### src/axi_bridge_defines.svh
`ifndef AXI_BRIDGE_DEFINES_SVH
`define AXI_BRIDGE_DEFINES_SVH

// Full AXI and AXI4-Lite bus widths
`define AXI_ADDR_W 16
`define AXI_DATA_W 32
`define AXI_ID_W   4

// Outstanding transactions per direction, also the depth of every bridge FIFO
`define AXI_MAX_TXNS 4

// Memory size in 32-bit words
// Byte addresses from MEM_WORDS*4 upward answer SLVERR
`define MEM_WORDS 256

`endif

### src/axi_bridge_pkg.sv
`default_nettype none

`include "axi_bridge_defines.svh"

package axi_bridge_pkg;

  // Basic field types
  typedef logic [`AXI_ADDR_W-1:0]   addr_t;
  typedef logic [`AXI_DATA_W-1:0]   data_t;
  typedef logic [`AXI_DATA_W/8-1:0] strb_t;
  typedef logic [`AXI_ID_W-1:0]     id_t;
  typedef logic [7:0]               len_t;
  typedef logic [2:0]               size_t;
  typedef logic [2:0]               prot_t;
  typedef logic [5:0]               atop_t;

  typedef logic [1:0] burst_t;
  localparam burst_t BURST_FIXED = 2'b00;
  localparam burst_t BURST_INCR  = 2'b01;

  typedef logic [1:0] resp_t;
  localparam resp_t RESP_OKAY   = 2'b00;
  localparam resp_t RESP_SLVERR = 2'b10;

  // Full AXI channels
  typedef struct packed {
    id_t    id;
    addr_t  addr;
    len_t   len;
    size_t  size;
    burst_t burst;
    prot_t  prot;
    atop_t  atop;
  } aw_chan_t;

  typedef struct packed {
    data_t data;
    strb_t strb;
    logic  last;
  } w_chan_t;

  typedef struct packed {
    id_t   id;
    resp_t resp;
  } b_chan_t;

  typedef struct packed {
    id_t    id;
    addr_t  addr;
    len_t   len;
    size_t  size;
    burst_t burst;
    prot_t  prot;
  } ar_chan_t;

  typedef struct packed {
    id_t   id;
    data_t data;
    resp_t resp;
    logic  last;
  } r_chan_t;

  typedef struct packed {
    aw_chan_t aw;
    logic     aw_valid;
    w_chan_t  w;
    logic     w_valid;
    logic     b_ready;
    ar_chan_t ar;
    logic     ar_valid;
    logic     r_ready;
  } axi_req_t;

  typedef struct packed {
    logic    aw_ready;
    logic    w_ready;
    b_chan_t b;
    logic    b_valid;
    logic    ar_ready;
    r_chan_t r;
    logic    r_valid;
  } axi_rsp_t;

  // AXI4-Lite channels
  typedef struct packed {
    addr_t addr;
    prot_t prot;
  } lite_aw_chan_t;

  typedef struct packed {
    data_t data;
    strb_t strb;
  } lite_w_chan_t;

  typedef struct packed {
    resp_t resp;
  } lite_b_chan_t;

  typedef struct packed {
    addr_t addr;
    prot_t prot;
  } lite_ar_chan_t;

  typedef struct packed {
    data_t data;
    resp_t resp;
  } lite_r_chan_t;

  typedef struct packed {
    lite_aw_chan_t aw;
    logic          aw_valid;
    lite_w_chan_t  w;
    logic          w_valid;
    logic          b_ready;
    lite_ar_chan_t ar;
    logic          ar_valid;
    logic          r_ready;
  } lite_req_t;

  typedef struct packed {
    logic          aw_ready;
    logic          w_ready;
    lite_b_chan_t  b;
    logic          b_valid;
    logic          ar_ready;
    lite_r_chan_t  r;
    logic          r_valid;
  } lite_rsp_t;

  // One outstanding burst in the splitter
  // beats is the burst len, resp the response collected so far
  typedef struct packed {
    len_t  beats;
    resp_t resp;
  } burst_rec_t;

endpackage

`default_nettype wire

### src/bridge_fifo.sv
`timescale 1ns/10ps
`default_nettype none

module bridge_fifo #(
  parameter type         T     = logic,
  parameter int unsigned DEPTH = 4
) (
  input  logic clk_i,
  input  logic rst_n_i,
  input  logic push_i,
  input  T     data_i,
  input  logic pop_i,
  output T     data_o,
  output logic full_o,
  output logic empty_o
);
  localparam int unsigned PTR_W = (DEPTH > 1) ? $clog2(DEPTH) : 1;
  localparam int unsigned CNT_W = $clog2(DEPTH + 1);

  T                 mem_q [DEPTH];
  logic [PTR_W-1:0] wr_ptr_q;
  logic [PTR_W-1:0] rd_ptr_q;
  logic [CNT_W-1:0] cnt_q;
  logic             do_push;
  logic             do_pop;

  assign full_o  = (cnt_q == CNT_W'(DEPTH));
  assign empty_o = (cnt_q == '0);

  // A push into a full FIFO or a pop from an empty one is ignored
  assign do_push = push_i & ~full_o;
  assign do_pop  = pop_i & ~empty_o;

  // Head entry
  assign data_o = mem_q[rd_ptr_q];

  always_ff @(posedge clk_i or negedge rst_n_i) begin
    if (!rst_n_i) begin
      wr_ptr_q <= '0;
      rd_ptr_q <= '0;
      cnt_q    <= '0;
    end else begin
      if (do_push) begin
        wr_ptr_q <= (wr_ptr_q == PTR_W'(DEPTH - 1)) ? '0 : wr_ptr_q + 1'b1;
      end
      if (do_pop) begin
        rd_ptr_q <= (rd_ptr_q == PTR_W'(DEPTH - 1)) ? '0 : rd_ptr_q + 1'b1;
      end
      if (do_push && !do_pop) begin
        cnt_q <= cnt_q + 1'b1;
      end else if (do_pop && !do_push) begin
        cnt_q <= cnt_q - 1'b1;
      end
    end
  end

  // Storage
  always_ff @(posedge clk_i) begin
    if (do_push) begin
      mem_q[wr_ptr_q] <= data_i;
    end
  end

endmodule

`default_nettype wire

### src/axi_burst_splitter.sv
`timescale 1ns/10ps
`default_nettype none

`include "axi_bridge_defines.svh"

module axi_burst_splitter (
  input  logic                     clk_i,
  input  logic                     rst_n_i,
  input  axi_bridge_pkg::axi_req_t slv_req_i,
  output axi_bridge_pkg::axi_rsp_t slv_rsp_o,
  output axi_bridge_pkg::axi_req_t mst_req_o,
  input  axi_bridge_pkg::axi_rsp_t mst_rsp_i
);
  import axi_bridge_pkg::*;

  // Active burst per direction, len counts the beats still to issue
  aw_chan_t   aw_q;
  ar_chan_t   ar_q;
  logic       aw_busy_q;
  logic       ar_busy_q;
  logic       aw_take;
  logic       ar_take;
  logic       aw_beat;
  logic       ar_beat;

  // Bookkeeping of bursts waiting for their responses
  burst_rec_t wr_rec;
  burst_rec_t rd_rec;
  burst_rec_t wr_head;
  burst_rec_t rd_head;
  logic       wr_full;
  logic       wr_empty;
  logic       rd_full;
  logic       rd_empty;
  logic       wr_pop;
  logic       rd_pop;

  // Response counting against the head record
  len_t       b_cnt_q;
  len_t       r_cnt_q;
  resp_t      b_acc_q;
  resp_t      b_merged;
  logic       b_last;
  logic       r_last;
  logic       b_beat;
  logic       r_beat;

  // Any error response wins over OKAY
  function automatic resp_t merge_resp(resp_t acc, resp_t nxt);
    return (nxt != RESP_OKAY) ? nxt : acc;
  endfunction

  assign aw_take = slv_req_i.aw_valid & slv_rsp_o.aw_ready;
  assign ar_take = slv_req_i.ar_valid & slv_rsp_o.ar_ready;
  assign aw_beat = aw_busy_q & mst_rsp_i.aw_ready;
  assign ar_beat = ar_busy_q & mst_rsp_i.ar_ready;

  assign wr_rec = '{beats: slv_req_i.aw.len, resp: RESP_OKAY};
  assign rd_rec = '{beats: slv_req_i.ar.len, resp: RESP_OKAY};

  assign b_last   = (b_cnt_q == wr_head.beats);
  assign b_merged = merge_resp(b_acc_q, mst_rsp_i.b.resp);
  assign b_beat   = mst_rsp_i.b_valid & mst_req_o.b_ready;
  assign wr_pop   = b_beat & b_last;

  assign r_last = (r_cnt_q == rd_head.beats);
  assign r_beat = mst_rsp_i.r_valid & mst_req_o.r_ready;
  assign rd_pop = r_beat & r_last;

  // Upstream side
  always_comb begin
    slv_rsp_o.aw_ready = slv_req_i.aw_valid & ~aw_busy_q & ~wr_full;
    slv_rsp_o.w_ready  = mst_rsp_i.w_ready & aw_busy_q;
    slv_rsp_o.b.id     = mst_rsp_i.b.id;
    slv_rsp_o.b.resp   = b_merged;
    // Only the final beat's response goes upstream
    slv_rsp_o.b_valid  = mst_rsp_i.b_valid & b_last & ~wr_empty;
    slv_rsp_o.ar_ready = slv_req_i.ar_valid & ~ar_busy_q & ~rd_full;
    slv_rsp_o.r        = mst_rsp_i.r;
    slv_rsp_o.r.last   = r_last;
    slv_rsp_o.r_valid  = mst_rsp_i.r_valid & ~rd_empty;
  end

  // Downstream side, single beats only
  always_comb begin
    mst_req_o.aw       = aw_q;
    mst_req_o.aw.len   = '0;
    mst_req_o.aw_valid = aw_busy_q;
    mst_req_o.w        = slv_req_i.w;
    mst_req_o.w.last   = 1'b1;
    mst_req_o.w_valid  = slv_req_i.w_valid & aw_busy_q;
    // Intermediate B responses are absorbed here
    mst_req_o.b_ready  = ~wr_empty & (~b_last | slv_req_i.b_ready);
    mst_req_o.ar       = ar_q;
    mst_req_o.ar.len   = '0;
    mst_req_o.ar_valid = ar_busy_q;
    mst_req_o.r_ready  = slv_req_i.r_ready & ~rd_empty;
  end

  always_ff @(posedge clk_i or negedge rst_n_i) begin
    if (!rst_n_i) begin
      aw_busy_q <= 1'b0;
      ar_busy_q <= 1'b0;
      b_cnt_q   <= '0;
      b_acc_q   <= RESP_OKAY;
      r_cnt_q   <= '0;
    end else begin
      if (aw_take) begin
        aw_busy_q <= 1'b1;
      end else if (aw_beat && aw_q.len == '0) begin
        aw_busy_q <= 1'b0;
      end
      if (ar_take) begin
        ar_busy_q <= 1'b1;
      end else if (ar_beat && ar_q.len == '0) begin
        ar_busy_q <= 1'b0;
      end
      if (wr_pop) begin
        b_cnt_q <= '0;
        b_acc_q <= RESP_OKAY;
      end else if (b_beat) begin
        b_cnt_q <= b_cnt_q + 1'b1;
        b_acc_q <= b_merged;
      end
      if (rd_pop) begin
        r_cnt_q <= '0;
      end else if (r_beat) begin
        r_cnt_q <= r_cnt_q + 1'b1;
      end
    end
  end

  // Burst registers, FIXED keeps the address
  always_ff @(posedge clk_i) begin
    if (aw_take) begin
      aw_q <= slv_req_i.aw;
    end else if (aw_beat) begin
      aw_q.len <= aw_q.len - 1'b1;
      if (aw_q.burst == BURST_INCR) begin
        aw_q.addr <= aw_q.addr + addr_t'(4);
      end
    end
    if (ar_take) begin
      ar_q <= slv_req_i.ar;
    end else if (ar_beat) begin
      ar_q.len <= ar_q.len - 1'b1;
      if (ar_q.burst == BURST_INCR) begin
        ar_q.addr <= ar_q.addr + addr_t'(4);
      end
    end
  end

  bridge_fifo #(
    .T     (burst_rec_t),
    .DEPTH (`AXI_MAX_TXNS)
  ) i_wr_fifo (
    .clk_i   (clk_i),
    .rst_n_i (rst_n_i),
    .push_i  (aw_take),
    .data_i  (wr_rec),
    .pop_i   (wr_pop),
    .data_o  (wr_head),
    .full_o  (wr_full),
    .empty_o (wr_empty)
  );

  bridge_fifo #(
    .T     (burst_rec_t),
    .DEPTH (`AXI_MAX_TXNS)
  ) i_rd_fifo (
    .clk_i   (clk_i),
    .rst_n_i (rst_n_i),
    .push_i  (ar_take),
    .data_i  (rd_rec),
    .pop_i   (rd_pop),
    .data_o  (rd_head),
    .full_o  (rd_full),
    .empty_o (rd_empty)
  );

endmodule

`default_nettype wire

### config.mk
export PLATFORM = sky130hd
export DESIGN_NAME = axi_burst_splitter
export DESIGN_NICKNAME = d
export VERILOG_FILES = /design/src/axi_bridge_pkg.sv /design/src/bridge_fifo.sv /design/src/axi_burst_splitter.sv
export VERILOG_INCLUDE_DIRS = /design/src /design/src/src
export SDC_FILE = /design/constraint.sdc
export NUM_CORES = 1
export LEC_CHECK = 0
export ABC_AREA = 0
export BUFFER_PORTS_ARGS = -buffer_cell sky130_fd_sc_hd__buf_4
export CAP_MARGIN = 20
export CELL_PAD_IN_SITES_DETAIL_PLACEMENT = 0
export CELL_PAD_IN_SITES_GLOBAL_PLACEMENT = 1
export CORE_UTILIZATION = 36
export DETAILED_ROUTE_END_ITERATION = 6
export PLACE_DENSITY_LB_ADDON = 0.1
export SYNTH_ARGS = -nofsm -noshare
export SYNTH_HDL_FRONTEND = slang
export SYNTH_HIERARCHICAL = 1
export SYNTH_SLANG_ARGS = --single-unit
### constraint.sdc
create_clock -name clk_i -period 3.1 [get_ports clk_i]
set_clock_uncertainty 0.2 [all_clocks]
set_input_delay 0.775 -clock clk_i [delete_from_list [all_inputs] [get_ports clk_i]]
set_output_delay 0.775 -clock clk_i [all_outputs]
set_load 0.005 [all_outputs]
# Word-level counts from Yosys, hierarchy flattened
# Memories as Yosys holds them, arrays and structs flattened.
# Cells that the tools add are included.
# word_totals
regBits	112
latchBits	0
ramBits	64
romBits	0
input_bits	172
out_inout_bits	170
word_cells	137
memories	2
# classes
n_addsub	14
mul	0
div_mod_pow	0
order_cmp	0
n_eq_ne	10
n_shift	0
mux	29
n_bitwise	31
reduce_logical	27
# memory_table
name	words	word_bits	rd	rd_ports_with_merged_regs	wr	line_no	source
i_rd_fifo.mem_q	4	8	1	0	1	bridge_fifo.sv:20	T mem_q [DEPTH];
i_wr_fifo.mem_q	4	8	1	0	1	bridge_fifo.sv:20	
# op_table
op	n
24-bit two-way mux	4
16-bit by 3-bit adder with 16-bit output (second input constant)	2
16-bit two-way mux	2
8-bit two-way mux	4
1-bit bitwise AND	23
2-bit nonzero test	11
8-bit by 1-bit adder with 8-bit output (second input constant)	2
8-bit == test	2
8-bit logical NOT	2
8-bit by 1-bit subtractor with 8-bit output (second input constant)	2
2-bit two-way mux	7
3-bit two-way mux	4
2-bit by 1-bit adder with 2-bit output (second input constant)	4
2-bit == test (second input constant)	4
1-bit two-way mux	8
1-bit NOT	7
3-bit by 1-bit adder with 3-bit output (second input constant)	2
3-bit == test (second input constant)	2
1-bit logical AND	6
3-bit logical NOT	2
3-bit by 1-bit subtractor with 3-bit output (second input constant)	2
2-bit by 1-bit == test with 1-bit output (second input constant)	2
1-bit logical NOT	4
2-bit AND reduction	2
1-bit OR	1

# Logic depth before layout (Yosys ltp)
# An unclocked memory read counts as a cell.
# depth
word_depth	11
mapped_depth	13
depth_no_buf	12

# By module
# Netlist, hierarchy kept.
# modules_own_cells
mod	n_inst	cells_per_inst	area_each_um2	seq_area_each_um2
axi_burst_splitter	1	607	6143.4	2842.7
bridge_fifo (i_rd_fifo)	1	89	1909.3	1376.3
bridge_fifo (i_wr_fifo)	1	89	1885.6	1376.3

# Worst setup path after synthesis
# Ideal clock, no wire load.
# synth_path
kind	input-to-reg
from	input port slv_req_i[77] (netlist bit)
to	register i_wr_fifo.cnt_q[2]
setup_time_ns	0.079
t_arrival_ns	3.214
t_required_ns	2.821
path_slack_ns	-0.393
cell_stages	10
n_path_buf	2
path_cell_list	nor3b_1 -> clkbuf_1 -> nor2b_1 -> buf_2 -> ha_1 -> inv_1 -> fa_1 -> xor2_1 -> nor2_1 -> xor2_1
# synth_between
elab_chain_len	7
elab_cells_between_ends	9
classes_between	1 x mux; 4 x bitwise; 4 x reduce/logical
# synth_lines
item	line_no	source
start, declared	axi_burst_splitter.sv:9	input axi_bridge_pkg::axi_req_t slv_req_i,
1-bit bitwise AND (2 in series)	axi_burst_splitter.sv:72	slv_rsp_o.aw_ready = slv_req_i.aw_valid & ~aw_busy_q & ~wr_full;
1-bit bitwise AND (*)	axi_burst_splitter.sv:53	assign aw_take = slv_req_i.aw_valid & slv_rsp_o.aw_ready;
via aw_take	axi_burst_splitter.sv:21	logic aw_take;
1-bit bitwise AND (*)	bridge_fifo.sv:31	assign do_push = push_i & ~full_o;
via i_wr_fifo.do_push	bridge_fifo.sv:24	logic do_push;
1-bit logical NOT	bridge_fifo.sv:51	end else if (do_pop && !do_push) begin
1-bit logical AND	bridge_fifo.sv:51	
2-bit nonzero test (no line)	--	
end signal, assigned	bridge_fifo.sv:50	cnt_q <= cnt_q + 1'b1;
end signal, assigned	bridge_fifo.sv:52	cnt_q <= cnt_q - 1'b1;
end, declared	bridge_fifo.sv:23	logic [CNT_W-1:0] cnt_q;
# Mark *: on every way through the listed nets, which the timed path passes. The rest lies on a longest branch.
# A chain may end at the register's enable or synchronous reset.

==> impl_metrics.csv <==
group,metric,value,unit
placed_design,hpwl,14070,um
detailed_routing,dr_total_vias,5618,
placed_design,numPortBuffers,166,
finish,syn_to_final_growth,16.91,%
power,power,0.008222,W
cts,clockBufferDepth,2,
cts,cts_hold_buf,0,
setup_path,crit_path_start_kind,"flip-flop",
grt,grt_pass1_wl,30660,um
power,p_leak,4.282,nW
setup_path,cp_data_arrival_time,2.33,ns
finish,final_cell_mix,"buf_4 (194), edfxtp_1 (142), nand2_1 (68)",
floorplan,initial_utilization,36.99,%
detailed_routing,drt-vias-per-instance,4.794,
power,pwr_density_cell,750.7,mW/mm^2
finish,nets,1023,
detailed_routing,drcViolationCount,0,
synthesis,netlist_area,0.009368,mm^2
setup_path,required,2.12,ns
detailed_routing,avgRoutedWirePerCell,16.83,um
cts,cts_tree,"yes",
power,peakVddDrop,0.3576,mV
grt,track_usage,15.01,%
grt,grt_max_degree,69,
detailed_routing,drt_iter0_drc,173,
setup_path,path_class,"reg2out",
cts,htree_levels,4,
job,cap_violations,0,
setup_path,cp_max_fo,5,
placed_design,post-place-ws,-0.1008,ns
outcome,violations,"negative setup slack",
timing,setup_ws,-0.2042,ns
setup_path,r2r_cells,12,
detailed_routing,drtAntennaViolNets,0,
floorplan,dieWidth,163.3,um
timing,rsz0062_at_grt,"yes",
detailed_routing,wl,19720,um
floorplan,ioPinCount,342,
timing,finalHoldViolCount,0,
synthesis,synth_cells,765,
timing,drv_slew,0,
grt,grt_pass1_vias,5787,
placed_design,gp_congestion,0.7737,
grt,grt_remaining_overflow,0,
timing,worstMarginPinSlew,0.6698,ns
floorplan,core,0.02533,mm^2
timing,period_share,106.6,%
timing,slew-limit-headroom,55.34,%
cts,clock_latency,0.43,ns
floorplan,die_height,163.3,um
finish,diodes,0,
finish,final_common_cell,"buf_4",
cts,path_clk_slew,0.07,ns
min_path,hp-class,"in2async",
outcome,status,"complete, but fails checks",
cts,cts_buffers,17,
detailed_routing,dr.pass1.iters,4,
synthesis,yosysWarnings,6,
synthesis,postSynthAreaPerCell,12.25,um^2
floorplan,die_area,0.02667,mm^2
finish,final.fill_count,2324,
setup_path,endpoint_kind,"primary output",
cts,cts-root-buf,"clkbuf_16",
finish,drive_gt1_share,38.36,%
cts,cts_num_sinks,176,
floorplan,rows,58,
timing,finalSetupViolations,5,
grt,antenna_found_initial,0,
timing,max_freq,0.3026,GHz
timing,min_period,3.304,ns
[metrics by stage]
step           utilization (%)  hold slack, ns  instances  cell area (um^2)  setup TNS [ns]
2_1_floorplan                -          0.2645        780              9443               0
3_3_place_gp             39.47          0.2863       1121              9997        -0.09855
3_5_place_dp             39.47          0.2894       1121              9997         -0.1008
4_1_cts                  43.21          0.1236       1174             10940          -1.044
5_1_grt                  43.24          0.1311       1172             10950          -1.565
6_report                 43.24          0.1154       1172             10950         -0.6059
[worst paths after layout]
check | slack [ns] | endpoint | startpoint
worst min register to register | 0.31 | b_acc_q[0] | b_acc_q[0]
worst max register to register | -0.12 | i_wr_fifo/cnt_q[1] | i_wr_fifo/rd_ptr_q[0]
max in group asynchronous | 2.22 | i_wr_fifo/wr_ptr_q[0] | rst_n_i
worst min-delay path | 0.12 | i_wr_fifo/rd_ptr_q[0] | rst_n_i
worst max-delay path | -0.20 | mst_req_o[38] | i_wr_fifo/rd_ptr_q[0]
min in group clk_i | 0.31 | b_acc_q[0] | b_acc_q[0]
[where the power goes]
group / internal (W) / switching (W) / leakage, nW
combinational: 0.00129 / 0.00112 / 2.32
clock: 0.00114 / 0.000965 / 0.284
sequential: 0.00317 / 0.000530 / 1.68
[final cells by class]
type	instances	area (um^2)	area share [%]
repair buffers	211	1657	15.13
inverters	23	86.33	0.7883
clock buffers	18	439.2	4.010
multi-input cells	400	3112	28.41
well taps	330	412.9	3.770
clock inverters	14	130.1	1.188
flip-flops and latches	176	5115	46.70
[registers in the layout, indices dropped and copies added (netlist names), 3 cells and up]
signal / flops
i_wr_fifo/cnt_q: 3
ar_q: 8
b_cnt_q: 8
r_cnt_q: 8
i_wr_fifo/mem_q: 32
i_rd_fifo/mem_q: 32
aw_q: 8
i_rd_fifo/cnt_q: 3
mst_req_o: 62
[layer usage]
layer	share of wire [%]	up-vias	GRT usage, %
met5	0	-	0
met4	3.1	0	6.585
met3	6.5	61	4.545
met2	49	179	24.23
met1	41	2721	18.47
li1	-	2657	-
[timing repair]
action,4_1_cts,5_1_grt
setup endpoints to repair,5,8
gates resized for setup,40,14
cloned,1,0
pin swaps,26,12
setup buffers,20,2
endpoints found under the hold margin,0,0
[critical path, cell delays in order (launching register included)]
cell and delay, ns:
dfrtp_1 0.38, buf_6 0.15, mux4_2 0.55, xnor2_2 0.20, buf_4 0.13, nand4_1 0.10, nor2_2 0.17, a21oi_2 0.07
buf_4 0.15
(Power assumes the default switching activity.)
